<file path="src/source/cnn_input_pkg.sv">
// mnist input path definitions
package cnn_input_pkg;

  // image geometry, q16.16 pixels
  localparam int DATA_WIDTH = 32;
  localparam int FRAC_WIDTH = 16;
  localparam int N_ROWS = 28;
  localparam int N_COLS = 28;
  localparam int N_CHANNELS = 3;
  localparam int CHANNEL_PIXELS = N_ROWS * N_COLS;  // 784
  localparam int IMAGE_WORDS = N_CHANNELS * CHANNEL_PIXELS;  // 2352
  localparam int RAM_ADDR_WIDTH = 12;
  localparam int CHANNEL_WIDTH = 2;
  localparam int APB_ADDR_WIDTH = 8;

  // apb register map
  localparam logic [APB_ADDR_WIDTH-1:0] CTRL_OFFSET = 8'h00;  // write only
  localparam logic [APB_ADDR_WIDTH-1:0] STATUS_OFFSET = 8'h04;  // read only
  localparam logic [APB_ADDR_WIDTH-1:0] PIXEL_OFFSET = 8'h08;  // appends one word

  // host side states
  localparam int LOADER_STATE_WIDTH = 2;
  localparam logic [LOADER_STATE_WIDTH-1:0] LOAD_S = 2'd0;
  localparam logic [LOADER_STATE_WIDTH-1:0] RUN_S = 2'd1;
  localparam logic [LOADER_STATE_WIDTH-1:0] DONE_S = 2'd2;

  // channel sequencer states
  localparam int SEQ_STATE_WIDTH = 2;
  localparam logic [SEQ_STATE_WIDTH-1:0] FETCH_S = 2'd0;
  localparam logic [SEQ_STATE_WIDTH-1:0] STREAM_S = 2'd1;
  localparam logic [SEQ_STATE_WIDTH-1:0] WAIT_RELEASE_S = 2'd2;

  // one apb write word, read as pixel or as control
  typedef union packed {
    struct packed signed {
      logic [DATA_WIDTH-FRAC_WIDTH-1:0] int_part;
      logic [FRAC_WIDTH-1:0] frac_part;
    } pixel;
    struct packed {
      logic [DATA_WIDTH-3:0] reserved;
      logic frame_ack;  // bit 1
      logic start;  // bit 0
    } ctrl;
  } apb_wdata_u;

endpackage

</file>
<file path="src/source/channel_sequencer.sv">
// input channel sequencer
`timescale 1ns/1ps
module channel_sequencer (
  input  logic                                     system_clock,
  input  logic                                     global_reset,
  input  logic                                     frame_run_i,
  input  logic                                     frame_restart_i,
  input  logic [cnn_input_pkg::DATA_WIDTH-1:0]     ram_rd_data_i,
  input  logic                                     hold_i,
  output logic [cnn_input_pkg::RAM_ADDR_WIDTH-1:0] ram_rd_addr_o,
  output logic [cnn_input_pkg::DATA_WIDTH-1:0]     pixel_o,
  output logic [cnn_input_pkg::CHANNEL_WIDTH-1:0]  channel_o,
  output logic                                     pixel_valid_o,
  output logic                                     frame_done_o
);
  import cnn_input_pkg::*;

  logic [SEQ_STATE_WIDTH-1:0] state;
  logic [CHANNEL_WIDTH-1:0] cur_ch;
  logic [CHANNEL_WIDTH-1:0] next_ch;
  logic [RAM_ADDR_WIDTH-1:0] rd_ptr [N_CHANNELS];  // next word not yet loaded
  logic [DATA_WIDTH-1:0] data_reg [N_CHANNELS];
  logic [N_CHANNELS-1:0] full;  // data_reg holds an unsent pixel
  logic [N_CHANNELS-1:0] more;  // words left in memory
  logic [N_CHANNELS-1:0] has_pixels;
  logic [RAM_ADDR_WIDTH-1:0] xfer_count;
  logic primed;  // read data matches rd_ptr of cur_ch
  logic fetch_go;
  logic load_first;
  logic xfer;
  logic advance;

  // first channel after cur with pixels left, else cur itself
  function automatic logic [CHANNEL_WIDTH-1:0] next_channel(
    input logic [CHANNEL_WIDTH-1:0] cur,
    input logic [N_CHANNELS-1:0]    avail
  );
    logic [CHANNEL_WIDTH-1:0] pick;
    int cand;
    pick = cur;
    for (int k = N_CHANNELS - 1; k >= 1; k--) begin
      cand = (int'(cur) + k) % N_CHANNELS;
      if (avail[cand]) begin
        pick = CHANNEL_WIDTH'(cand);  // lowest offset wins
      end
    end
    return pick;
  endfunction

  always_comb begin
    for (int c = 0; c < N_CHANNELS; c++) begin
      more[c] = (rd_ptr[c] != RAM_ADDR_WIDTH'((c + 1) * CHANNEL_PIXELS));
      has_pixels[c] = full[c] | more[c];
    end
  end

  assign next_ch = next_channel(cur_ch, has_pixels);

  assign fetch_go = (state == FETCH_S) & frame_run_i & has_pixels[cur_ch];
  assign load_first = fetch_go & primed & ~full[cur_ch];
  assign xfer = pixel_valid_o & ~hold_i;
  assign advance = load_first | (xfer & more[cur_ch]);

  // lead the address so the next word is ready for back to back sends
  assign ram_rd_addr_o = rd_ptr[cur_ch] + RAM_ADDR_WIDTH'(advance);
  assign pixel_o = data_reg[cur_ch];
  assign channel_o = cur_ch;

  always_ff @(posedge system_clock or posedge global_reset) begin
    if (global_reset) begin
      state         <= FETCH_S;
      cur_ch        <= '0;
      primed        <= 1'b0;
      full          <= '0;
      pixel_valid_o <= 1'b0;
      xfer_count    <= '0;
      frame_done_o  <= 1'b0;
      for (int c = 0; c < N_CHANNELS; c++) begin
        rd_ptr[c] <= RAM_ADDR_WIDTH'(c * CHANNEL_PIXELS);
      end
    end else if (frame_restart_i) begin
      state         <= FETCH_S;
      cur_ch        <= '0;
      primed        <= 1'b0;
      full          <= '0;
      pixel_valid_o <= 1'b0;
      xfer_count    <= '0;
      frame_done_o  <= 1'b0;
      for (int c = 0; c < N_CHANNELS; c++) begin
        rd_ptr[c] <= RAM_ADDR_WIDTH'(c * CHANNEL_PIXELS);
      end
    end else begin
      frame_done_o <= 1'b0;
      if (advance) begin
        rd_ptr[cur_ch] <= rd_ptr[cur_ch] + 1'b1;
      end
      if (xfer) begin
        xfer_count   <= xfer_count + 1'b1;
        frame_done_o <= (xfer_count == RAM_ADDR_WIDTH'(IMAGE_WORDS - 1));
      end

      case (state)
        FETCH_S: begin
          if (!fetch_go) begin
            primed <= 1'b0;  // idle or channel empty
          end else if (full[cur_ch] || primed) begin
            full[cur_ch]  <= 1'b1;
            primed        <= 1'b0;
            pixel_valid_o <= 1'b1;
            state         <= STREAM_S;
          end else begin
            primed <= 1'b1;  // first word in flight
          end
        end

        STREAM_S: begin
          if (hold_i) begin
            pixel_valid_o <= 1'b0;  // pixel stays in data_reg
            cur_ch        <= next_ch;
            state         <= WAIT_RELEASE_S;
          end else if (!more[cur_ch]) begin
            full[cur_ch]  <= 1'b0;  // last pixel of channel sent
            pixel_valid_o <= 1'b0;
            cur_ch        <= next_ch;
            state         <= FETCH_S;
          end
        end

        WAIT_RELEASE_S: begin
          if (!hold_i) begin
            state <= FETCH_S;
          end
        end

        default: state <= FETCH_S;
      endcase
    end
  end

  always_ff @(posedge system_clock) begin
    if (advance) begin
      data_reg[cur_ch] <= ram_rd_data_i;
    end
  end

endmodule

</file>
<file path="config.mk">
export PLATFORM = sky130hd
export DESIGN_NAME = channel_sequencer
export DESIGN_NICKNAME = d
export VERILOG_FILES = /design/src/source/cnn_input_pkg.sv /design/src/source/channel_sequencer.sv
export SDC_FILE = /design/constraint.sdc
export NUM_CORES = 1
export LEC_CHECK = 0
export ABC_CLOCK_PERIOD_IN_PS = 2900
export BUFFER_PORTS_ARGS = -buffer_cell sky130_fd_sc_hd__buf_2
export CAP_MARGIN = 0
export CORE_MARGIN = 2
export CORE_UTILIZATION = 40
export CTS_CLUSTER_SIZE = 12
export DETAILED_ROUTE_END_ITERATION = 7
export GPL_ROUTABILITY_DRIVEN = 0
export HOLD_SLACK_MARGIN = 0.15
export SLEW_MARGIN = 20
export SYNTH_ARGS = -nofsm -noshare
export SYNTH_HDL_FRONTEND = slang
export SYNTH_SLANG_ARGS = --single-unit
</file>
<file path="constraint.sdc">
create_clock -name system_clock -period 2.9 [get_ports system_clock]
set_input_delay 0.29 -clock system_clock [delete_from_list [all_inputs] [get_ports system_clock]]
set_output_delay 0.29 -clock system_clock [all_outputs]
set_load 0.005 [all_outputs]
</file>
==> results_dict.tcl <==
set metrics [dict create \
    cp.required_ps 2610 \
    synthMuxAreaShare_pct 6.210 \
    utilization_pct 54.06 \
    min_period_ps 3051 \
    drt-total-wl_mm 19.01 \
    coreArea_mm2 0.01809 \
    sw_frac_of_total_pct 28.84 \
    end_kind "primary output" \
    cp-start-kind "flop" \
    drt-vias-per-instance 5.497 \
    clkSinkCount 154 \
    synthFlopType "edfxtp_1" \
    grtUsageTotal_pct 19.55 \
    synth_fp_nets 663 \
    grt_pass1_vias 5835 \
    ir_drop_uv 419.2 \
    fin_nets 836 \
    htreeDepth 4 \
    synth-edff-count 96 \
    failed_checks "DRC, setup timing" \
    initial_utilization_pct 41.00 \
    cp.arrival_ps 2760 \
    yosysWarnings 0 \
    ioPinCount 85 \
    hold_slack_ps 170.3 \
    final_antenna_net_count 0 \
    die_h_um 140.2 \
    via_count 5667 \
    fmax_mhz 327.8 \
    ys_types 72 \
    overflow 0 \
    final-hold-violation-count 0 \
    cts_tree "yes" \
    setup_ws_ps -151.0 \
    syn_area_mm2 0.007415 \
    avgSynthCellArea_um2 12.04 \
    yosys.area_share.simple_pct 13.48 \
    largest_reg_flops 96 \
    cts_made_buffers 17 \
    cp_max_fo 4 \
    cts_max_path_buffers 2 \
    max_slew_margin_pct 60.19 \
    crit_type "flop to primary output" \
    drc_errors 3 \
    p_seq_share_pct 44.3 \
    dpl.hpwl_mm 12.15 \
    skew_ps 10.49 \
    max_slew.worst_pin.slew_ps 590.9 \
    ys_seq_area_share_pct 58.56 \
    routedWlPerCell_um 18.44 \
    holdPathStages 2 \
    syn_to_final_growth_pct 31.88 \
    synthArstFlopShare_pct 37.66 \
    combPwrFrac_pct 15.6 \
    row_count 49 \
    drt_iter0_drc 343 \
    p_int_mw 3.989 \
    synthCells 616 \
    antenna_found_initial 0 \
    switchingPower_mw 1.616 \
    status "finished, violations left" \
    clk_pin_slew_ps 70 \
    post-route-period-util_pct 105.2 \
    ys_ff_latch 154 \
    diodes 0 \
    setup_viol 12 \
    cts_root_buf "clkbuf_16" \
    synth-xor-area-share_pct 2.835 \
    power_leakage_nw 3.811 \
    slew_violations 0 \
    synth_adder_area_share_pct 1.687 \
    drive_above_1_share_pct 31.92 \
    clockPowerShare_pct 40.2 \
    hold_class "primary input to flop" \
    r2r_cells 16 \
    worstSkewPairLatency_ps 430 \
    synth_top_family_by_area "simple AND/OR/NAND/NOR gates" \
    die_x_um 140.2 \
    grt_pass1_wl_mm 30.06 \
    first_pass_iters 7 \
    cap_viol_max_count 0 \
    final_cells 1031 \
    io_buffer_count 84 \
    p_per_area_mw_per_mm2 573.3 \
    place.detailed.instances 938 \
    grt_setup_unrepaired "yes" \
    synth_compound_area_share_pct 13.38 \
    die_area_mm2 0.01964 \
    grt_max_degree 45 \
]
kinds of logic after synthesis:
| family | Yosys count |
|---|---|
| multiplexers | 46 |
| AO/OA/AOI/OAI | 144 |
| buffers and inverters | 54 |
| XOR/XNOR | 24 |
| flip-flops | 154 |
| adder cells (fa/ha/maj) | 10 |
| AND/OR/NAND/NOR | 184 |
cells in the final DEF, fill, tap and decap left out, types with 4 or more instances in the layout:
cell type       n
a21oi_1        25
and3_1          7
buf_12          6
buf_2          83
buf_4          60
buf_6           7
clkbuf_16      17
clkinv_8        4
dfrtp_1        50
dfstp_2         6
dlygate4sd3_1  33
edfxtp_1       96
ha_1            7
inv_1          15
inv_8           5
mux2i_1        45
nand2_1        60
nand2_4         5
nand3_1        23
nand4_1        16
nor2_1         16
nor2b_1         4
nor3_1          5
o211ai_1       11
o21ai_0        59
o21ai_1         7
o22ai_2         6
xnor2_1         7
xor2_1         15
Yosys cell counts, drive strengths merged (4+ instances only):
master,instances,share of area (%)
dfrtp,52,18
o21ai,67,4.5
clkbuf,19,1.1
nor3,8,0.54
a31o,4,0.47
xor2,15,1.8
mux2i,46,6.2
ha,10,1.7
xnor2,9,1.1
o22ai,11,2.0
inv,19,1.0
and3,7,0.59
edfxtp,96,39
buf,16,1.7
dfstp,6,2.1
a21oi,25,1.7
nand2,66,3.7
o211ai,11,1.1
nand3,27,1.9
nor2b,5,0.42
nor4,5,0.59
nor2,21,1.1
nand4,17,1.5
nor4b,7,0.91
worst max-delay path, stage by stage (launching register included):
cell and delay [ps]:
dfrtp_4 510, a2111oi_4 370, o2111ai_2 180, o32a_4 430
clkinv_4 70, ha_4 140, ha_4 150, nand3_4 100
nor3_2 140, xnor2_1 130, buf_2 130
power groups by stage:
| stage | registers (mW) | clock network (mW) | logic [mW] |
|---|---|---|---|
| 2_1_floorplan | 2.51 | 0 | 0.466 |
| 3_3_place_gp | 2.52 | 0 | 0.741 |
| 3_5_place_dp | 2.52 | 0 | 0.749 |
| 4_1_cts | 2.48 | 2.29 | 0.830 |
| 5_1_grt | 2.49 | 2.40 | 0.946 |
| 6_report | 2.48 | 2.25 | 0.872 |
metal layers:
| layer | share of wire, % | wire length, µm | track usage (%) | vias up |
|---|---|---|---|---|
| met2 | 50 | 9524 | 32.22 | 182 |
| met5 | 0 | 0 | 0 | - |
| li1 | - | - | - | 2658 |
| met1 | 42 | 7984 | 24.21 | 2787 |
| met4 | 2.2 | 411 | 7.602 | 0 |
| met3 | 5.7 | 1093 | 5.949 | 40 |
per-stage QoR:
stage | total power, mW | TNS (ps) | setup slack, ps | instance area [µm²]
floorplan | 2.976 | 0 | 39.06 | 7415
finish | 5.606 | -1253 | -151.0 | 9778
global route | 5.833 | -2851 | -284.9 | 9778
global placement | 3.260 | 0 | 103.6 | 8288
CTS | 5.593 | -1152 | -176.0 | 9573
detailed placement | 3.273 | 0 | 46.95 | 8288
timing repair:
action	in CTS	in global routing
hold endpoints to repair	117	0
gates cloned	0	0
hold buffers	33	0
pin swaps	17	16
buffers inserted	22	7
gates resized for setup	28	33
setup endpoints to repair	12	51
final timing paths:
kind,start,to,slack [ps]
setup / recovery,channel_o[1]$_DFFE_PP0P_,ram_rd_addr_o[10],-150
hold reg to reg,xfer_count[6]$_DFFE_PP0P_,frame_done_o$_DFF_PP0_,480
min in group asynchronous,global_reset,xfer_count[9]$_DFFE_PP0P_,430
setup reg to reg,rd_ptr[27]$_DFFE_PP0P_,channel_o[1]$_DFFE_PP0P_,-80
hold / removal,hold_i,state[1]$_DFFE_PP0P_,170
max in group asynchronous,global_reset,rd_ptr[5]$_DFFE_PP1P_,1710
area by class of cell:
| type | count | area (µm²) |
|---|---|---|
| clock buffers | 17 | 425.4 |
| clock inverters | 15 | 188.9 |
| fillers | 1522 | 8308 |
| inverters | 19 | 76.32 |
| multi-input cells | 408 | 3057 |
| flip-flops and latches | 154 | 4349 |
| well taps | 229 | 286.5 |
| repair buffers | 189 | 1395 |
Note: power is estimated with default switching activity, not from simulation.
