==> config.mk <==
export PLATFORM = sky130hd
export DESIGN_NAME = apb_image_loader
export DESIGN_NICKNAME = d
export VERILOG_FILES = /design/src/source/cnn_input_pkg.sv /design/src/source/apb_image_loader.sv
export SDC_FILE = /design/constraint.sdc
export NUM_CORES = 1
export LEC_CHECK = 0
export CAP_MARGIN = 40
export CORE_ASPECT_RATIO = 1.75
export CORE_MARGIN = 10
export CORE_UTILIZATION = 45
export DETAILED_ROUTE_END_ITERATION = 12
export DONT_BUFFER_PORTS = 1
export GPL_TIMING_DRIVEN = 0
export PLACE_DENSITY = 0.7
export SLEW_MARGIN = 10
export SYNTH_ARGS = -nofsm -noshare
export SYNTH_HDL_FRONTEND = slang
export SYNTH_SLANG_ARGS = --single-unit
==> constraint.sdc <==
create_clock -name system_clock -period 10.47 [get_ports system_clock]
set_input_delay 0.5235 -clock system_clock [delete_from_list [all_inputs] [get_ports system_clock]]
set_output_delay 0.5235 -clock system_clock [all_outputs]
set_load 0.01 [all_outputs]
==> src/source/cnn_input_pkg.sv <==
// mnist input path definitions
package cnn_input_pkg;

  // image geometry, q16.16 pixels
  localparam int DATA_WIDTH = 32;
  localparam int FRAC_WIDTH = 16;
  localparam int N_ROWS = 28;
  localparam int N_COLS = 28;
  localparam int N_CHANNELS = 3;
  localparam int CHANNEL_PIXELS = N_ROWS * N_COLS;  // 784
  localparam int IMAGE_WORDS = N_CHANNELS * CHANNEL_PIXELS;  // 2352
  localparam int RAM_ADDR_WIDTH = 12;
  localparam int CHANNEL_WIDTH = 2;
  localparam int APB_ADDR_WIDTH = 8;

  // apb register map
  localparam logic [APB_ADDR_WIDTH-1:0] CTRL_OFFSET = 8'h00;  // write only
  localparam logic [APB_ADDR_WIDTH-1:0] STATUS_OFFSET = 8'h04;  // read only
  localparam logic [APB_ADDR_WIDTH-1:0] PIXEL_OFFSET = 8'h08;  // appends one word

  // host side states
  localparam int LOADER_STATE_WIDTH = 2;
  localparam logic [LOADER_STATE_WIDTH-1:0] LOAD_S = 2'd0;
  localparam logic [LOADER_STATE_WIDTH-1:0] RUN_S = 2'd1;
  localparam logic [LOADER_STATE_WIDTH-1:0] DONE_S = 2'd2;

  // channel sequencer states
  localparam int SEQ_STATE_WIDTH = 2;
  localparam logic [SEQ_STATE_WIDTH-1:0] FETCH_S = 2'd0;
  localparam logic [SEQ_STATE_WIDTH-1:0] STREAM_S = 2'd1;
  localparam logic [SEQ_STATE_WIDTH-1:0] WAIT_RELEASE_S = 2'd2;

  // one apb write word, read as pixel or as control
  typedef union packed {
    struct packed signed {
      logic [DATA_WIDTH-FRAC_WIDTH-1:0] int_part;
      logic [FRAC_WIDTH-1:0] frac_part;
    } pixel;
    struct packed {
      logic [DATA_WIDTH-3:0] reserved;
      logic frame_ack;  // bit 1
      logic start;  // bit 0
    } ctrl;
  } apb_wdata_u;

endpackage

==> src/source/apb_image_loader.sv <==
// apb image loader
`timescale 1ns/1ps
module apb_image_loader (
  input  logic                                     system_clock,
  input  logic                                     global_reset,
  input  logic                                     psel_i,
  input  logic                                     penable_i,
  input  logic                                     pwrite_i,
  input  logic [cnn_input_pkg::APB_ADDR_WIDTH-1:0] paddr_i,
  input  cnn_input_pkg::apb_wdata_u                pwdata_i,
  input  logic                                     frame_done_i,
  output logic [cnn_input_pkg::DATA_WIDTH-1:0]     prdata_o,
  output logic                                     pready_o,
  output logic                                     pslverr_o,
  output logic                                     ram_wr_en_o,
  output logic [cnn_input_pkg::RAM_ADDR_WIDTH-1:0] ram_wr_addr_o,
  output logic [cnn_input_pkg::DATA_WIDTH-1:0]     ram_wr_data_o,
  output logic                                     frame_run_o,
  output logic                                     frame_restart_o
);
  import cnn_input_pkg::*;

  logic [LOADER_STATE_WIDTH-1:0] state;
  logic [RAM_ADDR_WIDTH-1:0] wr_ptr;  // next pixel slot
  logic done_flag;
  logic access;
  logic wr_access;
  logic is_ctrl;
  logic is_status;
  logic is_pixel;
  logic image_full;
  logic pixel_ok;
  logic pixel_accept;
  logic start_req;
  logic ack_req;
  logic [DATA_WIDTH-1:0] status_word;

  assign access = psel_i & penable_i;  // second apb phase
  assign wr_access = access & pwrite_i;

  assign is_ctrl = (paddr_i == CTRL_OFFSET);
  assign is_status = (paddr_i == STATUS_OFFSET);
  assign is_pixel = (paddr_i == PIXEL_OFFSET);

  assign image_full = (wr_ptr == RAM_ADDR_WIDTH'(IMAGE_WORDS));
  assign pixel_ok = (state == LOAD_S) & ~image_full;
  assign pixel_accept = wr_access & is_pixel & pixel_ok;

  assign start_req = wr_access & is_ctrl & pwdata_i.ctrl.start;
  assign ack_req = wr_access & is_ctrl & pwdata_i.ctrl.frame_ack;

  // no wait states
  assign pready_o = access;
  assign pslverr_o = access & (~(is_ctrl | is_status | is_pixel) |
                               (pwrite_i & is_pixel & ~pixel_ok));

  always_comb begin
    status_word = '0;
    status_word[1:0] = state;
    status_word[2] = done_flag;
    status_word[27:16] = wr_ptr;
  end

  assign prdata_o = (is_status && !pwrite_i) ? status_word : '0;

  assign frame_run_o = (state == RUN_S);

  always_ff @(posedge system_clock or posedge global_reset) begin
    if (global_reset) begin
      state           <= LOAD_S;
      wr_ptr          <= '0;
      done_flag       <= 1'b0;
      ram_wr_en_o     <= 1'b0;
      frame_restart_o <= 1'b0;
    end else begin
      ram_wr_en_o     <= 1'b0;
      frame_restart_o <= 1'b0;
      case (state)
        LOAD_S: begin
          if (pixel_accept) begin
            ram_wr_en_o <= 1'b1;
            wr_ptr      <= wr_ptr + 1'b1;
          end else if (start_req && image_full) begin
            state <= RUN_S;  // start ignored on a partial image
          end
        end

        RUN_S: begin
          if (frame_done_i) begin
            state     <= DONE_S;
            done_flag <= 1'b1;
          end
        end

        DONE_S: begin
          if (ack_req) begin
            state           <= LOAD_S;
            wr_ptr          <= '0;
            done_flag       <= 1'b0;
            frame_restart_o <= 1'b1;  // rearm sequencer
          end
        end

        default: state <= LOAD_S;
      endcase
    end
  end

  // write port payload follows ram_wr_en_o by construction
  always_ff @(posedge system_clock) begin
    if (pixel_accept) begin
      ram_wr_addr_o <= wr_ptr;
      ram_wr_data_o <= pwdata_i.pixel;
    end
  end

endmodule

==> impl_metrics.tcl, run 1 <==
set metrics [dict create \
    status "finished, final reports clean" \
    setup_viol 0 \
    wl_um 5600 \
    layout_commonest_cell "edfxtp_1" \
    crit_fanout 8 \
    synth_cells 190 \
    layout-drive-gt1-share 0.178 \
    worst_pin_slew_ns 0.679 \
    wire_per_inst_um 18.6 \
    cts_tree "built" \
    nNetsFinal 268 \
    rsz0062_at_grt "false" \
    final_max_slew_viol_count 0 \
    final_cell_mix "edfxtp_1 (44), buf_4 (21), nand2_1 (18), conb_1 (17), dfrtp_1 (17)" \
    clkSinkCount 61 \
    drc 0 \
    p_leak_nw 1.14 \
    fin_worst_skew_ns 0.00847 \
    synthArstFlopShare 0.279 \
    antenna_found_initial 0 \
    cts_setup_buffers 0 \
    crit_arrival_ns 2.04 \
    placed_cell_area_mm2 0.00274 \
    grtUsageMet3 0.0732 \
    grt_start_max_net_pins 18 \
    hold_buffers 0 \
    design_area_mm2 0.00290 \
    hold_viol_final 0 \
    place_congestion 0.944 \
    fmax_mhz 391 \
    period_needed_ns 2.56 \
    cts_inserted_buffers 9 \
    timing.rr.start "wr_ptr[0]$_DFFE_PP0P_" \
    synth_seq_area_share 0.683 \
    powerDensity_mw_per_mm2 152 \
    die_h_um 120 \
    grt_overflow 0 \
    worstSetupPathType "register to primary output" \
    drt_first_pass_iters 5 \
    clockRootBuffer "clkbuf_8" \
    dp_hpwl_um 4510 \
    ys_warn_count 0 \
    area_growth_pct 13.5 \
    syn_area_mm2 0.00256 \
    chipWidth_um 77 \
    crit_path_end "pslverr_o" \
    drv_cap 0 \
    port_buffers 0 \
    r2r_end "ram_wr_data_o[10]$_DFFE_PN_" \
    rows 36 \
    crit_start "wr_ptr[3]$_DFFE_PP0P_" \
    irDropWorstVdd_mv 0.0521 \
    start_util 0.462 \
    vias_per_cell 4.98 \
    insertion_delay_ns 0.33 \
    grt_pass1_vias 1595 \
    avgSynthCellArea_um2 13.5 \
    htree_levels 3 \
    clk_path_buf_depth 2 \
    reg2regPathDepth 8 \
    required_ns 9.95 \
    relSlewSlack 0.547 \
    hold_class "primary input to async pin" \
    cts_resized 0 \
    min_period_over_period 0.245 \
    synth.distinct_cells 35 \
    io_pins 127 \
    core_mm2 0.00554 \
    antenna_left 0 \
    grt_first_pass_wirelength_um 8810 \
    start_kind "register" \
    clk_pin_slew_ns 0.06 \
    vias 1498 \
    track_usage 0.125 \
    drtIter0Drc 69 \
    synthFlopType "edfxtp_1" \
    globalRouteMet2Util 0.211 \
    synth_enable_flop_cells 44 \
    fin_tns_setup_ns 0 \
    crit_path_end_kind "primary output" \
    busiest_layer "met2" \
    n_antenna_cell 0 \
    ys_seq_elements 61 \
    met1_usage 0.114 \
    dieArea_mm2 0.00922 \
    r2r_slack_ns 7.96 \
]
-- Yosys cell counts, types with 2 or more instances --
| library cell | count | share of area |
|---|---|---|
| ha_1 | 2 | 0.0098 |
| nand4_1 | 2 | 0.0049 |
| nor3_1 | 7 | 0.014 |
| nand2b_1 | 4 | 0.0098 |
| nand2_1 | 18 | 0.026 |
| clkbuf_1 | 2 | 0.0029 |
| or3_1 | 4 | 0.0098 |
| and3_1 | 2 | 0.0049 |
| nor2_1 | 5 | 0.0073 |
| edfxtp_1 | 44 | 0.52 |
| o211ai_1 | 3 | 0.0088 |
| dfrtp_1 | 17 | 0.17 |
| buf_4 | 18 | 0.053 |
| and4b_1 | 2 | 0.0078 |
| nor2b_1 | 3 | 0.0073 |
| and2_1 | 16 | 0.039 |
| inv_1 | 6 | 0.0088 |
| a21oi_1 | 4 | 0.0078 |
| o21ai_0 | 3 | 0.0059 |
| o31ai_1 | 3 | 0.0088 |
| nand3_1 | 7 | 0.014 |
| mux2i_1 | 5 | 0.020 |
-- worst min-delay path by stage --
| stage | to | slack (ns) | cells past startpoint |
|---|---|---|---|
| 2_1_floorplan | ram_wr_addr_o[3]$_DFFE_PN_ | 0.42 | 0 |
| 3_3_place_gp | ram_wr_addr_o[3]$_DFFE_PN_ | 0.43 | 0 |
| 3_5_place_dp | ram_wr_addr_o[3]$_DFFE_PN_ | 0.45 | 0 |
| 4_1_cts | wr_ptr[5]$_DFFE_PP0P_ | 0.20 | 1 |
| 5_1_grt | wr_ptr[5]$_DFFE_PP0P_ | 0.22 | 1 |
| 6_report | wr_ptr[5]$_DFFE_PP0P_ | 0.18 | 1 |
-- cell families after synthesis --
family	after synthesis	share of synthesized area
AOI/OAI and AO/OA	15	0.0377
adders and majority gates	2	0.00978
buffers and inverters	28	0.0685
DFF	61	0.683
muxes	5	0.0196
other	1	0.00147
and+or+nand+nor	78	0.180
-- area by class of cell --
type                       instances  area, µm²
multi-input combinational        117        702
sequential                        61       1750
inverter                           6       22.5
clock inverter                     3       13.8
timing repair buffer               3       22.5
buffer                            22        153
clock buffer                      13        149
tap                               76       95.1
fill                             475       2640
-- layer usage --
layer / part of all wire / wire [µm] / vias up
met4: 0.022 / 125 / 0
met5: 0 / 0 / -
met3: 0.096 / 538 / 9
li1: - / - / 711
met2: 0.53 / 2990 / 81
met1: 0.35 / 1950 / 697
-- registers in the layout, indices dropped and copies added, names as in the netlist --
signal and flops:
done_flag 1, frame_restart_o 1, ram_wr_addr_o 12, ram_wr_data_o 32
ram_wr_en_o 1, state 2, wr_ptr 12
-- critical path, cell delays in order, from the launching register on --
cell and delay, ns:
dfrtp_1 0.38, clkbuf_2 0.17, nor4b_2 0.35, nand4_2 0.22, nand2_1 0.17, nand3_1 0.09
a31oi_1 0.32
-- through the flow --
stage | utilization | std cells | power (mW) | setup WS (ns) | hold WS [ns]
3_3_place_gp | 0.490 | 282 | 0.275 | 4.93 | 0.432
2_1_floorplan | - | 206 | 0.274 | 5.78 | 0.424
3_5_place_dp | 0.495 | 285 | 0.275 | 7.65 | 0.453
4_1_cts | 0.524 | 301 | 0.445 | 7.89 | 0.197
6_report | 0.524 | 301 | 0.442 | 7.91 | 0.175
5_1_grt | 0.524 | 301 | 0.461 | 7.72 | 0.223
-- power breakdown --
group / total [mW] / switching, mW / internal, mW
Sequential: 0.259 / 0.0000992 / 0.259
Combinational: 0.0116 / 0.00653 / 0.00511
Clock: 0.171 / 0.0804 / 0.0908
Total: 0.442 / 0.0871 / 0.355
Power figures use the tool's default switching activity.
==> run 2, diff against run 1 <==
--- a/config.mk
+++ b/config.mk
@@ -12,7 +12,7 @@
 export DETAILED_ROUTE_END_ITERATION = 12
 export DONT_BUFFER_PORTS = 1
 export GPL_TIMING_DRIVEN = 0
-export PLACE_DENSITY = 0.7
+export PLACE_DENSITY = 0.72
 export SLEW_MARGIN = 10
 export SYNTH_ARGS = -nofsm -noshare
 export SYNTH_HDL_FRONTEND = slang
==> constraint.sdc (replaced) <==
create_clock -name system_clock -period 2.15 [get_ports system_clock]
set_input_delay 0.1075 -clock system_clock [delete_from_list [all_inputs] [get_ports system_clock]]
set_output_delay 0.1075 -clock system_clock [all_outputs]
set_load 0.01 [all_outputs]
==> run 2 against run 1 <==
- sequential power grew to 4.9 times the previous value
- die area is the same
- critical path type unchanged
- register-to-register slack lost 7.7 ns
- hold slack lost 0.15 ns
- cell count grew 11%
- sequential share of layout area shrank 7.7 points
- power grew to 5.4 times the previous value
- first-iteration DRC count grew 91%
- clock power grew to 5.9 times the previous value
- clock-buffer cell count shrank 2
- clock skew shrank 0.0038 ns
==> impl_metrics.tcl, run 2 (same netlist as run 1, synthesis figures left out) <==
set metrics [dict create \
    final_max_slew_viol_count 0 \
    vias 1654 \
    p_int_mw 1.91 \
    crit_arrival_ns 1.93 \
    p_leak_nw 1.31 \
    hold_class "primary input to register" \
    clk_pin_slew_ns 0.06 \
    antenna_left 0 \
    top_register "ram_wr_data_o" \
    fin_ws_ns 0.111 \
    htree_levels 3 \
    rsz0062_at_grt "true" \
    drv_cap 0 \
    port_buffers 0 \
    seqPwrFrac 0.530 \
    setup_viol 0 \
    period_needed_ns 2.04 \
    dp_slack_ns 0.0786 \
    clk_path_buf_depth 2 \
    worstSetupPathType "register to primary output" \
    insertion_delay_ns 0.34 \
    drc 0 \
    vias_per_cell 4.94 \
    p_switching_mw 0.464 \
    placed_cell_area_mm2 0.00276 \
    start_kind "register" \
    placedCellCount 284 \
    cts_tree "built" \
    hold_viol_final 0 \
    clkSinkCount 61 \
    r2r_end "ram_wr_addr_o[5]$_DFFE_PN_" \
    worst_pin_slew_ns 0.655 \
    start_util 0.462 \
    wl_um 6080 \
    antenna_found_initial 0 \
    clock_power_share 0.423 \
    drtIter0Drc 132 \
    switching_share 0.195 \
    crit_path_end_kind "primary output" \
    die_h_um 120 \
    cts_inserted_buffers 9 \
    rows 36 \
    timing.rr.start "wr_ptr[0]$_DFFE_PP0P_" \
    finalPower_mw 2.38 \
    top_regs "ram_wr_data_o (32), ram_wr_addr_o (12), wr_ptr (12)" \
    crit_fanout 8 \
    track_usage 0.132 \
    final_cell_mix "edfxtp_1 (44), dlygate4sd3_1 (35), buf_4 (19)" \
    irDropWorstVdd_mv 0.227 \
    layout_commonest_cell "edfxtp_1" \
    place_congestion 0.942 \
    layoutNonFillerInstCount 335 \
    core_mm2 0.00554 \
    reg2regPathDepth 7 \
    relSlewSlack 0.563 \
    postLayoutCoreUtil 0.601 \
    powerDensity_mw_per_mm2 714 \
    layout-drive-gt1-share 0.178 \
    dp_hpwl_um 4500 \
    r2r_slack_ns 0.24 \
    io_pins 127 \
    fin_worst_skew_ns 0.00467 \
    grt_start_max_net_pins 22 \
    drt_first_pass_iters 4 \
    p_comb_frac 0.047 \
    grt_first_pass_wirelength_um 9390 \
    chipWidth_um 77 \
    wire_per_inst_um 18.2 \
    required_ns 2.04 \
    hold_start "pwdata_i[0]" \
    dieArea_mm2 0.00922 \
    fmax_mhz 490 \
    design_area_mm2 0.00333 \
    grt_overflow 0 \
    status "finished, final reports clean" \
    holdPathEnd "state[0]$_DFFE_PP0P_" \
    clockRootBuffer "clkbuf_8" \
    n_antenna_cell 0 \
    min_period_over_period 0.948 \
    largest_reg_flops 32 \
    area_growth_pct 30.2 \
    holdPathStages 3 \
    grt_pass1_vias 1727 \
    nNetsFinal 303 \
]
-- run 2: changes by cell type in the layout (fill, tap and decap cells not counted), moves of 2 or more --
cell           delta
buf_4             -2
buf_8             +2
dlygate4sd3_1    +35
clkbuf_1          -3
-- run 2: worst max path at each step --
stage / start / end / depth (start not counted)
finish: wr_ptr[3]$_DFFE_PP0P_ / pslverr_o / 6
global route: wr_ptr[3]$_DFFE_PP0P_ / pslverr_o / 6
CTS: wr_ptr[3]$_DFFE_PP0P_ / pslverr_o / 6
detailed placement: wr_ptr[11]$_DFFE_PP0P_ / ram_wr_addr_o[5]$_DFFE_PN_ / 6
global placement: wr_ptr[7]$_DFFE_PP0P_ / ram_wr_addr_o[8]$_DFFE_PN_ / 4
floorplan: wr_ptr[5]$_DFFE_PP0P_ / ram_wr_addr_o[0]$_DFFE_PN_ / 4
-- run 2: timing repair --
| item | CTS | global route |
|---|---|---|
| gates resized for setup | 0 | 2 |
| hold buffers | 35 | 0 |
| hold endpoints to repair | 53 | 0 |
| buffers inserted | 0 | 1 |
| endpoints found under the setup margin | 0 | 22 |
-- run 2: power groups by stage --
stage / Clock [mW] / Sequential, mW / Combinational [mW]
after detailed placement: 0 / 1.28 / 0.0549
after CTS: 1.03 / 1.26 / 0.107
after floorplan: 0 / 1.28 / 0.0513
after global placement: 0 / 1.28 / 0.0550
final: 1.01 / 1.26 / 0.112
after global routing: 1.09 / 1.26 / 0.124
-- run 2: worst max-delay path, stage by stage, from the launching register on --
cell	delay (ns)
dfrtp_1	0.38
clkbuf_2	0.17
nor4b_2	0.32
nand4_2	0.21
nand2_2	0.16
nand3_1	0.14
a31oi_4	0.22
-- run 2: cell type report --
type                            instances  area, µm²
Inverter                                6       22.5
Clock inverter                          4       47.5
Sequential cell                        61       1750
Buffer                                 22        153
Tap cell                               76       95.1
Fill cell                             417       2210
Timing Repair Buffer                   38        388
Clock buffer                           11        151
Multi-Input combinational cell        117        728
-- run 2: through the flow --
stage	setup TNS, ns	hold WS, ns
after CTS	0	0.00769
after global placement	-24.33	0.131
final	0	0.0224
after global routing	-0.0203	0.0452
after floorplan	-6.99	0.0336
after detailed placement	0	0.121
-- run 2: metal layers --
layer	routed length (µm)	part of all wire	up-vias	global-route usage
li1	-	-	777	-
met5	0	0	-	0
met4	196	0.032	0	0.0883
met2	3210	0.53	79	0.228
met1	2100	0.34	784	0.117
met3	584	0.096	14	0.0665
